### src/hw/ras_pkg.sv
// ~~~~~~~~~~~~~~~~~~~~~~~~~~~~~~
// Return predictor shared definitions
// Address width, RISC-V opcodes and instruction fields
// ~~~~~~~~~~~~~~~~~~~~~~~~~~~~~~
`default_nettype none

package ras_pkg;

    localparam int XLEN = 32;                       // Address width

    // ~~~~~~~~~~~~~~~~~~~~~~~~~~~~~~
    // Instruction fields
    // ~~~~~~~~~~~~~~~~~~~~~~~~~~~~~~
    localparam int OPC_W   = 7;                     // Major opcode width
    localparam int REG_W   = 5;                     // Register specifier width
    localparam int RD_LSB  = 7;                     // rd at [11:7]
    localparam int RS1_LSB = 15;                    // rs1 at [19:15]

    // Major opcodes of the control transfers
    localparam logic [OPC_W-1:0] OPC_JAL    = 7'b1101111;
    localparam logic [OPC_W-1:0] OPC_JALR   = 7'b1100111;
    localparam logic [OPC_W-1:0] OPC_BRANCH = 7'b1100011;

    // Link registers of the calling convention
    localparam logic [REG_W-1:0] LINK_X1 = 5'd1;    // ra
    localparam logic [REG_W-1:0] LINK_X5 = 5'd5;    // t0, alternate link

    // True for x1 or x5
    function automatic logic is_link_reg(input logic [REG_W-1:0] r);
        logic hit;
        hit = (r == LINK_X1) || (r == LINK_X5);
        return hit;
    endfunction

endpackage

`default_nettype wire
### src/hw/return_predictor.sv
// ~~~~~~~~~~~~~~~~~~~~~~~~~~~~~~
// Return address predictor top
// Decoder feeding the checkpointed return stack
// ~~~~~~~~~~~~~~~~~~~~~~~~~~~~~~
`default_nettype none

module return_predictor
    import ras_pkg::*;
#(
    parameter int RAS_ENTRIES  = 8,             // Stack depth, power of two
    parameter int MAX_INFLIGHT = 4              // Unretired speculative limit
) (
    input  wire logic            clk,
    input  wire logic            arst_n,
    // Fetch side
    input  wire logic            fetch_valid,
    input  wire logic [XLEN-1:0] fetch_pc,
    input  wire logic [31:0]     fetch_instr,
    // Retire and recovery
    input  wire logic            branch_retired, // One checkpoint retired
    input  wire logic            fetch_flush,    // Mispredict recovery
    // Prediction
    output logic      [XLEN-1:0] ras_addr
);

    logic            call;
    logic            ret;
    logic            spec;
    logic [XLEN-1:0] link_addr;

    // ~~~~~~~~~~~~~~~~~~~~~~~~~~~~~~
    // Decode
    // ~~~~~~~~~~~~~~~~~~~~~~~~~~~~~~
    call_return_decode decode0 (
        .fetch_valid (fetch_valid),
        .fetch_pc    (fetch_pc),
        .fetch_instr (fetch_instr),
        .call        (call),
        .ret         (ret),
        .spec        (spec),
        .link_addr   (link_addr)
    );

    // ~~~~~~~~~~~~~~~~~~~~~~~~~~~~~~
    // Stack
    // ~~~~~~~~~~~~~~~~~~~~~~~~~~~~~~
    // Decode effect shows on ras_addr one cycle after fetch
    return_stack #(
        .RAS_ENTRIES  (RAS_ENTRIES),
        .MAX_INFLIGHT (MAX_INFLIGHT)
    ) stack0 (
        .clk            (clk),
        .arst_n         (arst_n),
        .push           (call),
        .pop            (ret),
        .push_addr      (link_addr),
        .save           (spec),
        .branch_retired (branch_retired),
        .fetch_flush    (fetch_flush),
        .ras_addr       (ras_addr)
    );

endmodule

`default_nettype wire

### src/hw/return_stack.sv
// ~~~~~~~~~~~~~~~~~~~~~~~~~~~~~~
// Circular return stack
// Pointer checkpoint on speculation, restore on flush
// ~~~~~~~~~~~~~~~~~~~~~~~~~~~~~~
`default_nettype none

module return_stack
    import ras_pkg::*;
#(
    parameter int RAS_ENTRIES  = 8,             // Stack depth, power of two
    parameter int MAX_INFLIGHT = 4              // Checkpoint FIFO depth
) (
    input  wire logic            clk,
    input  wire logic            arst_n,
    input  wire logic            push,          // Call
    input  wire logic            pop,           // Return
    input  wire logic [XLEN-1:0] push_addr,     // Link address to store
    input  wire logic            save,          // Speculative transfer fetched
    input  wire logic            branch_retired,
    input  wire logic            fetch_flush,
    output logic      [XLEN-1:0] ras_addr       // Predicted return target
);

    localparam int IDX_W = $clog2(RAS_ENTRIES);

    logic [XLEN-1:0]  mem [RAS_ENTRIES];        // Return addresses, no reset
    logic [IDX_W-1:0] ptr;                      // Current top of stack
    logic [IDX_W-1:0] ptr_base;
    logic [IDX_W-1:0] ptr_next;
    logic [IDX_W-1:0] ckpt_head;                // Oldest saved pointer
    logic             ckpt_valid;
    logic             ckpt_pop;

    // ~~~~~~~~~~~~~~~~~~~~~~~~~~~~~~
    // Checkpoints
    // ~~~~~~~~~~~~~~~~~~~~~~~~~~~~~~
    // Retire only drops an entry that exists
    assign ckpt_pop = branch_retired & ckpt_valid;

    ras_checkpoint_fifo #(
        .DEPTH  (MAX_INFLIGHT),
        .DATA_W (IDX_W)
    ) ckpt_fifo0 (
        .clk      (clk),
        .arst_n   (arst_n),
        .clear    (fetch_flush),                // Flush discards all checkpoints
        .push     (save),
        .pop      (ckpt_pop),
        .data_in  (ptr),                        // Pointer before this fetch
        .data_out (ckpt_head),
        .valid    (ckpt_valid),
        .full     ()                            // Checked only by assertions
    );

    // ~~~~~~~~~~~~~~~~~~~~~~~~~~~~~~
    // Pointer update
    // ~~~~~~~~~~~~~~~~~~~~~~~~~~~~~~
    // Restore from the oldest surviving checkpoint, else keep going
    assign ptr_base = (fetch_flush && ckpt_valid) ? ckpt_head : ptr;

    // Wraps modulo RAS_ENTRIES, so overflow loses the oldest entries
    assign ptr_next = ptr_base + IDX_W'(push) - IDX_W'(pop);

    always_ff @(posedge clk or negedge arst_n) begin
        if (!arst_n) begin
            ptr <= '0;
        end else begin
            ptr <= ptr_next;
        end
    end

    // ~~~~~~~~~~~~~~~~~~~~~~~~~~~~~~
    // Address memory
    // ~~~~~~~~~~~~~~~~~~~~~~~~~~~~~~
    always_ff @(posedge clk) begin
        if (push) begin
            mem[ptr_next] <= push_addr;         // Swap overwrites the old top
        end
    end

    assign ras_addr = mem[ptr];                 // Top always offered

endmodule

`default_nettype wire

### src/hw/ras_checkpoint_fifo.sv
// ~~~~~~~~~~~~~~~~~~~~~~~~~~~~~~
// Checkpoint FIFO
// Holds saved stack pointers in fetch order
// ~~~~~~~~~~~~~~~~~~~~~~~~~~~~~~
`default_nettype none

module ras_checkpoint_fifo #(
    parameter int DEPTH  = 4,                   // Max unretired transfers
    parameter int DATA_W = 3                    // Stack index width
) (
    input  wire logic              clk,
    input  wire logic              arst_n,
    input  wire logic              clear,       // Drop all entries
    input  wire logic              push,
    input  wire logic              pop,
    input  wire logic [DATA_W-1:0] data_in,
    output logic      [DATA_W-1:0] data_out,    // Oldest entry
    output logic                   valid,       // Not empty
    output logic                   full
);

    localparam int PTR_W = (DEPTH > 1) ? $clog2(DEPTH) : 1;
    localparam int CNT_W = $clog2(DEPTH + 1);

    logic [DATA_W-1:0] mem [DEPTH];             // Payload, no reset
    logic [PTR_W-1:0]  rd_ptr;
    logic [PTR_W-1:0]  wr_ptr;
    logic [CNT_W-1:0]  count;                   // Occupancy

    // Pointer advance with wrap at DEPTH
    function automatic logic [PTR_W-1:0] next_ptr(input logic [PTR_W-1:0] p);
        logic [PTR_W-1:0] n;
        n = (p == PTR_W'(DEPTH - 1)) ? '0 : p + PTR_W'(1);
        return n;
    endfunction

    // ~~~~~~~~~~~~~~~~~~~~~~~~~~~~~~
    // Storage
    // ~~~~~~~~~~~~~~~~~~~~~~~~~~~~~~
    always_ff @(posedge clk) begin
        if (push && !clear) begin
            mem[wr_ptr] <= data_in;             // Save lost on a clear cycle
        end
    end

    // ~~~~~~~~~~~~~~~~~~~~~~~~~~~~~~
    // Control
    // ~~~~~~~~~~~~~~~~~~~~~~~~~~~~~~
    always_ff @(posedge clk or negedge arst_n) begin
        if (!arst_n) begin
            rd_ptr <= '0;
            wr_ptr <= '0;
            count  <= '0;
        end else if (clear) begin               // Clear wins over push and pop
            rd_ptr <= '0;
            wr_ptr <= '0;
            count  <= '0;
        end else begin
            if (push) begin
                wr_ptr <= next_ptr(wr_ptr);
            end
            if (pop) begin
                rd_ptr <= next_ptr(rd_ptr);
            end
            count <= count + CNT_W'(push) - CNT_W'(pop);    // Both may happen
        end
    end

    assign data_out = mem[rd_ptr];
    assign valid    = (count != '0);
    assign full     = (count == CNT_W'(DEPTH));

endmodule

`default_nettype wire

### src/hw/call_return_decode.sv
// ~~~~~~~~~~~~~~~~~~~~~~~~~~~~~~
// Call / return decoder
// Classifies a fetched instruction for the return stack
// ~~~~~~~~~~~~~~~~~~~~~~~~~~~~~~
`default_nettype none

module call_return_decode
    import ras_pkg::*;
(
    input  wire logic            fetch_valid,   // Fetch slot holds an instruction
    input  wire logic [XLEN-1:0] fetch_pc,      // Address of the instruction
    input  wire logic [31:0]     fetch_instr,   // Raw instruction word
    output logic                 call,          // Push the link address
    output logic                 ret,           // Pop the stack
    output logic                 spec,          // Save a checkpoint
    output logic [XLEN-1:0]      link_addr      // pc+4
);

    // ~~~~~~~~~~~~~~~~~~~~~~~~~~~~~~
    // Field extraction
    // ~~~~~~~~~~~~~~~~~~~~~~~~~~~~~~
    logic [OPC_W-1:0] opcode;
    logic [REG_W-1:0] rd;
    logic [REG_W-1:0] rs1;
    logic             is_jal;
    logic             is_jalr;
    logic             is_branch;
    logic             rd_link;
    logic             rs1_link;

    assign opcode = fetch_instr[OPC_W-1:0];
    assign rd     = fetch_instr[RD_LSB +: REG_W];
    assign rs1    = fetch_instr[RS1_LSB +: REG_W];

    assign is_jal    = (opcode == OPC_JAL);
    assign is_jalr   = (opcode == OPC_JALR);
    assign is_branch = (opcode == OPC_BRANCH);  // Any B-type

    // Hint bits of the calling convention
    assign rd_link  = is_link_reg(rd);
    assign rs1_link = is_link_reg(rs1);

    // ~~~~~~~~~~~~~~~~~~~~~~~~~~~~~~
    // Classification
    // ~~~~~~~~~~~~~~~~~~~~~~~~~~~~~~
    // JAL/JALR writing a link register is a call
    assign call = fetch_valid & (is_jal | is_jalr) & rd_link;

    // JALR through a link register pops, unless rd is the same link register
    // Two different link registers give pop and push together (coroutine swap)
    assign ret = fetch_valid & is_jalr & rs1_link & (~rd_link | (rd != rs1));

    // Conditional branches and indirect jumps can be mispredicted
    assign spec = fetch_valid & (is_branch | is_jalr);

    // Return address of a call
    assign link_addr = fetch_valid ? (fetch_pc + XLEN'(4)) : '0;

endmodule

`default_nettype wire

### config.mk
export PLATFORM = sky130hd
export DESIGN_NAME = return_predictor
export DESIGN_NICKNAME = d
export VERILOG_FILES = /design/src/hw/ras_pkg.sv /design/src/hw/return_predictor.sv /design/src/hw/return_stack.sv /design/src/hw/ras_checkpoint_fifo.sv /design/src/hw/call_return_decode.sv
export SDC_FILE = /design/constraint.sdc
export NUM_CORES = 1
export LEC_CHECK = 0
export ABC_AREA = 1
export BUFFER_PORTS_ARGS = -buffer_cell sky130_fd_sc_hd__buf_2
export CAP_MARGIN = 20
export CELL_PAD_IN_SITES_DETAIL_PLACEMENT = 1
export CELL_PAD_IN_SITES_GLOBAL_PLACEMENT = 2
export CORE_ASPECT_RATIO = 1.5
export CORE_MARGIN = 1.5
export CORE_UTILIZATION = 40
export CTS_BUF_LIST = sky130_fd_sc_hd__clkbuf_8
export DETAILED_ROUTE_END_ITERATION = 16
export MAX_ROUTING_LAYER = met4
export PLACE_DENSITY_LB_ADDON = 0.1
export RECOVER_POWER = 50
export SYNTH_ARGS = -nofsm -noshare
export SYNTH_HDL_FRONTEND = slang
export SYNTH_SLANG_ARGS = --single-unit
### constraint.sdc
create_clock -name clk -period 9.9 [get_ports clk]
set_input_delay 1.98 -clock clk [delete_from_list [all_inputs] [get_ports clk]]
set_output_delay 1.98 -clock clk [all_outputs]
set_load 0.02 [all_outputs]
# == After elaboration in Yosys (flattened, before gate mapping) ==
# Memory sizes are Yosys's and may differ from the RTL's.
# Cells that the tools add are included.
# totals
mem_bits_ro,0
output_inout_bits,32
ram_bits,268
elab_cells,55
latchBits,0
inputBits,69
memories,2
register_bits,10
# memory_table
name,depth,word_bits,read_ports,rd_ports_with_merged_regs,write_ports,line_no,source
stack0.mem,8,32,1,0,1,return_stack.sv:26,logic [XLEN-1:0] mem [RAS_ENTRIES];
stack0.ckpt_fifo0.mem,4,3,1,0,1,ras_checkpoint_fifo.sv:25,logic [DATA_W-1:0] mem [DEPTH];
# op_classes
shift,0
div,0
n_reduce_logical,8
add_sub_neg,7
n_eq_ne,10
mul,0
mux,13
bitwise_logic,11
magnitude_cmp,0
# ops
op,n
$add 32x3->32 const B,1
$mux 32,1
$eq 7x7->1 const B,3
$mux 2,6
$eq 5x1->1 const B,2
$eq 5x3->1 const B,2
$and 1x1->1,7
$add 3x1->3,2
$mux 3,2
$sub 3x1->3,2
$ne 5x5->1,1
$add 2x1->2 const B,2
$eq 2x2->1 const B,2
$mux 1,4
$reduce_bool 2->1,2
$or 1x1->1,3
$reduce_bool 3->1,1
$logic_and 1x1->1,2
$logic_or 1x1->1,2
$logic_not 1->1,1
$not 1->1,1

# == Logic depth before layout (Yosys ltp) ==
# depth
ltp_word,6
depth_mapped,16
mapped_depth_nobuf,16

# == By module ==
# A second synthesis with hierarchy kept.
# unflattened
hier_cells,1088
hier_area_um2,12209.2
# by_module_without_submodules
mod,area_per_inst_um2,n_inst,cells_per_inst,seq_area_each_um2
return_stack,10218.6,1,776,7762.4
call_return_decode,1059.8,1,221,0.0
ras_checkpoint_fifo,930.9,1,91,535.5

# == Worst setup path after synthesis ==
# Ideal clock, no wire load.
# synth_timing
kind,input-to-reg
from,in fetch_instr[10]
to,"mem stack0.mem[0][0], enable pin"
path_buffers,0
arrival_time_ns,5.003
path_stages,14
required_time_ns,9.479
setup_time_ns,0.421
setup_slack_ns,4.476
path_cell_list,nor2_1 > nand3b_1 > o211ai_1 > nor2_1 > ha_1 > inv_1 > ha_1 > inv_1 > fa_1 > nand3_1 > nand3_2 > nand2_1 > nand2_1 > nor2_1
# synth_between
elab_chain_len,6
word_cells_on_any_way,12
classes_between,add/sub: 2; eq/ne: 3; mux: 2; bitwise: 4; reduce/logical: 1
# synth_rtl
element,line_no,source
"start, declared",return_predictor.sv:18,"input wire logic [31:0] fetch_instr,"
"parallel branches: the longest is 6 deep, another holds $add 3x1->3",--,
"end, declared",return_stack.sv:26,
# Parallel ways; which one is timed is not known.

# == Final worst setup path ==
# layout_timing
from,reg stack0.ptr[1]
to,out ras_addr[4]
# layout_between
elab_chain_len,1
# layout_rtl
element,line_no,source
"start, declared",return_stack.sv:27,logic [IDX_W-1:0] ptr;
"start signal, assigned",return_stack.sv:68,ptr <= ptr_next;
$mem_v2 8x32,--,
"end, declared",return_predictor.sv:23,output logic [XLEN-1:0] ras_addr
# No other way between the ends.

==> reports/results.txt <==
The run finished, with violations left. The checks that failed: max-capacitance violations, max-slew violations. Highest signal layer in the routed design: met4. The library cells used most frequently in the layout, excluding fill and tap cells, are nor2_1 (277), edfxtp_1 (268), o21ai_0 (142).

Adding up every negative setup slack in the final design gives 0 ns. The number of fill cells in the layout is 3,271. Including well taps, the total number of placed cells is 1,516. The tools report the final design instance area without fill as 13,700 um2. For the standard cell core area, the log shows 29,700 um2. Headroom to the max-slew limit came out at -143%.

In this run the worst hold path is classified as reg -> reg. The share of the clock period used by the worst path is 69.6%. Along the worst path, the maximum fanout reaches 69. Setup repair after global routing left no endpoint under its margin.

In the synthesized netlist the dominant register cell turns out to be edfxtp_1. The run gives 16.5 mm as the detailed-routed wire length on met2. For the initial antenna violation count, the log shows 1.

The longest clock path from root to sink contains 3 buffers. The run gives 46.1% as the final core utilization. Total of max-cap violations: 1. STA classifies the critical path startpoint as a flip-flop. Buffer cell driving the clock tree root: clkbuf_8.

In this run the most critical hold path is launched from stack0.ptr[2]. The data arrival time of the critical path is 4.91 ns, and the number of nets in the synthesized netlist is 1,157. In the routed layout, each cell is associated on average with a via count of 5.27.

The startpoint of the most critical setup path is stack0.ptr[1]. The run gives 0.811 as the global placer's final weighted congestion. The routed design has 31.2 mm of wire. The fmax was 145 MHz; the total count of max-transition violations in the final report was 70.

Measured along the y axis, the die boundary spans 216 um. In this run the count of I/O pins placed on the die edge is 101. The proportion of power drawn by combinational gates is 33.4%. The top-area cell type share of the netlist area was 66.4%.

The part of the Yosys area used for sequential elements came out at 68.4%. Summed over all nets, the half-perimeter wirelength after detailed placement is 18.5 mm. Once the floorplan was initialized, standard cells occupied 40.9% of the core. The number of non-filler instances in the completed layout was 1,593. By area the synthesized netlist is led by edfxtp_1 (66%), nor2_1 (8.8%), o21ai_0 (5.7%). Cell internal power was estimated by the tool at 2.10 mW. The wire length on met1 was 13.1 mm; the maximum clock skew at final layout was 0.0229 ns. Clock tree synthesis found a total of 278 sinks. The pre-antenna-repair detailed-routing pass consisted of 7 iterations.

The floorplan step defined a die boundary enclosing 31,400 um2. Global routing finished with a remaining overflow of 0. The number of distinct library cells after synthesis was 42. In this run, synthesis inferred 268 flip-flops with an integrated enable. Dividing the detail-routed wire length by the instance count gives 19.6 um.

The switching part of the total is 37.7%, and the wire length of the first global-routing pass is 49.1 mm. The part of the power in the clock network is 25.8%. The clock-pin slew reported for the worst setup and hold paths after clock tree synthesis is 0.06 ns.

The measured slew at the worst slew-check pin works out to 3.64 ns. For this design the ratio of total power to cell area is 246 nW/um2. The required time at the endpoint of the critical path was 7.92 ns; the number of global-route vias before repair was 8,934.

Total of buffers placed on input and output ports: 85. For the worst-skew pair, the clock arrives at the later sink with an insertion delay of 0.57 ns. The floorplan step set the die width to 145 um. The total number of placement rows was 77. Entering global routing, the biggest net connects 91 pins. The static leakage is 4.91 nW, and the number of buffers inserted by hold repair at cts is 0. The detail route stage leaves a number of antenna-violating nets equal to 0.

The maximum level of the CTS H-tree is 2. At the end of the flow, the number of nets in the layout was 1,247. TritonCTS built the clock tree. The tools report the origin of the critical flop-to-flop path as stack0.ptr[1].

For this run, the total global-route usage over all layers was measured as 21.0%. The cell count after synthesis came out at 1,076. The synthesized netlist occupies a cell area of 12,100 um2.

The final hold violation count is 0. IR analysis of the VDD net gives a maximum drop of 0.0926 mV. The tools report the number of gates resized after cts as 0. The post-route netlist has 15.5% of its cells at a drive strength greater than 1. For the number of setup violations in the final report, the log shows 0. The Yosys step of the flow raised 0 warnings.

The type of the setup path with the least slack was reg -> out. The library cell used most frequently in the layout, excluding fill and tap cells, is nor2_1. The area growth from synthesis to layout is 12.8%. The post-synthesis register bit count was 278. The total DRC errors in the routed layout is 0, and the total vias in the final route is 8,392. For the post-CTS setup repair buffer count, the log shows 0. Per-instance average area after synthesis: 11.3 um2. Summed over all nets, wire length on met3 after detailed routing comes to 1.06 mm. Element type at the critical path end: a primary output.

Summed over all nets, the switching power comes to 1.27 mW. The smallest clock period supported by the final layout is computed as 6.89 ns. For this block, the initial DRC count from the detailed router was 375. Registers are responsible for 40.7% of the overall power. The fraction of synthesis flops using an asynchronous set or reset pin was 3.60%. Buffers inserted during clock tree synthesis total 43. After detailed placement, the total cell area comes to 12,900 um2.

The biggest area contributor in the post-synthesis netlist is edfxtp_1.
layer usage:
| layer | vias up | track usage (%) |
|---|---|---|
| met3 | 45 | 3.12 |
| met5 | - | - |
| met2 | 134 | 38.1 |
| met4 | 0 | 6.26 |
| met1 | 4247 | 23.9 |
| li1 | 3966 | - |
kinds of logic (layout without fill, tap and decap cells):
logic type	count (synthesis)	in the layout	synth area share (%)
XOR/XNOR	7	7	0.506
AO/OA/AOI/OAI	228	228	10.3
flip-flops	278	278	68.4
adder cells (fa/ha/maj)	12	12	1.36
buffers and inverters	112	233	3.99
other	0	1	0
AND/OR/NAND/NOR	439	439	15.4
final cells by class:
type | count | area, um2 | share of cell area (%)
sequential | 278 | 8300 | 60.7
clock inverter | 31 | 148 | 1.08
multi-input combinational | 686 | 3370 | 24.7
antenna | 1 | 2.50 | 0.0183
tap | 395 | 494 | 3.61
clock buffer | 45 | 619 | 4.53
inverter | 59 | 223 | 1.63
timing repair buffer | 98 | 514 | 3.76
flip-flops by register name, indices dropped and copies added, names as in the netlist:
signal and cells:
stack0.mem 256, stack0.ckpt_fifo0.mem 12, stack0.ckpt_fifo0.count 3, stack0.ptr 3
stack0.ckpt_fifo0.rd_ptr 2, stack0.ckpt_fifo0.wr_ptr 2
Yosys cell counts, types with 2 or more instances:
cell type / count
o22ai_1: 33
nand4_1: 2
nor3b_1: 3
clkbuf_1: 30
nor2_2: 2
nor4_1: 2
nand3_2: 3
buf_4: 8
a21oi_1: 12
nor2_4: 6
nand3_1: 25
inv_1: 51
buf_2: 13
nor2_1: 283
dfrtp_1: 10
xor2_1: 6
fa_1: 2
nor3_2: 2
o21ai_0: 138
a31oi_1: 33
nand2_1: 81
nor3_1: 13
nand2_4: 3
inv_2: 7
a21oi_2: 2
nand2_2: 10
o21ai_1: 5
ha_1: 10
edfxtp_1: 268
stage by stage:
step / total power, mW / hold WS, ns / worst slack [ns]
2_1_floorplan: 2.16 / 0.496 / 4.48
3_3_place_gp: 2.52 / 0.585 / 3.72
3_5_place_dp: 2.54 / 0.603 / 3.63
4_1_cts: 3.42 / 0.618 / 4.06
5_1_grt: 3.59 / 0.630 / 2.50
6_report: 3.37 / 0.609 / 3.01
power groups by stage:
| stage | clock (mW) | sequential [mW] | combinational, mW |
|---|---|---|---|
| 2_1_floorplan | 0 | 1.35 | 0.818 |
| 3_3_place_gp | 0 | 1.40 | 1.12 |
| 3_5_place_dp | 0 | 1.40 | 1.14 |
| 4_1_cts | 0.899 | 1.37 | 1.15 |
| 5_1_grt | 0.940 | 1.38 | 1.27 |
| 6_report | 0.869 | 1.37 | 1.13 |
worst paths after layout:
kind | to | slack, ns | depth (start not counted)
setup / recovery | ras_addr[4] | 3.01 | 6
hold / removal | stack0.ckpt_fifo0.mem[3][2] | 0.61 | 0
setup reg to reg | stack0.mem[0][31] | 4.21 | 11
hold reg to reg | stack0.ckpt_fifo0.mem[3][2] | 0.61 | 0
max in group asynchronous | stack0.ptr[0] | 8.11 | 1
min in group asynchronous | stack0.ckpt_fifo0.wr_ptr[0] | 1.37 | 1
critical path, cell delays in order, from the launching register on:
cell	delay (ns)
dfrtp_2	0.36
clkbuf_1	2.56
o21ai_0	0.60
o22ai_1	0.38
nor2_1	0.07
a31oi_1	0.17
buf_2	0.18
Note: power is estimated with default switching activity, not from simulation.
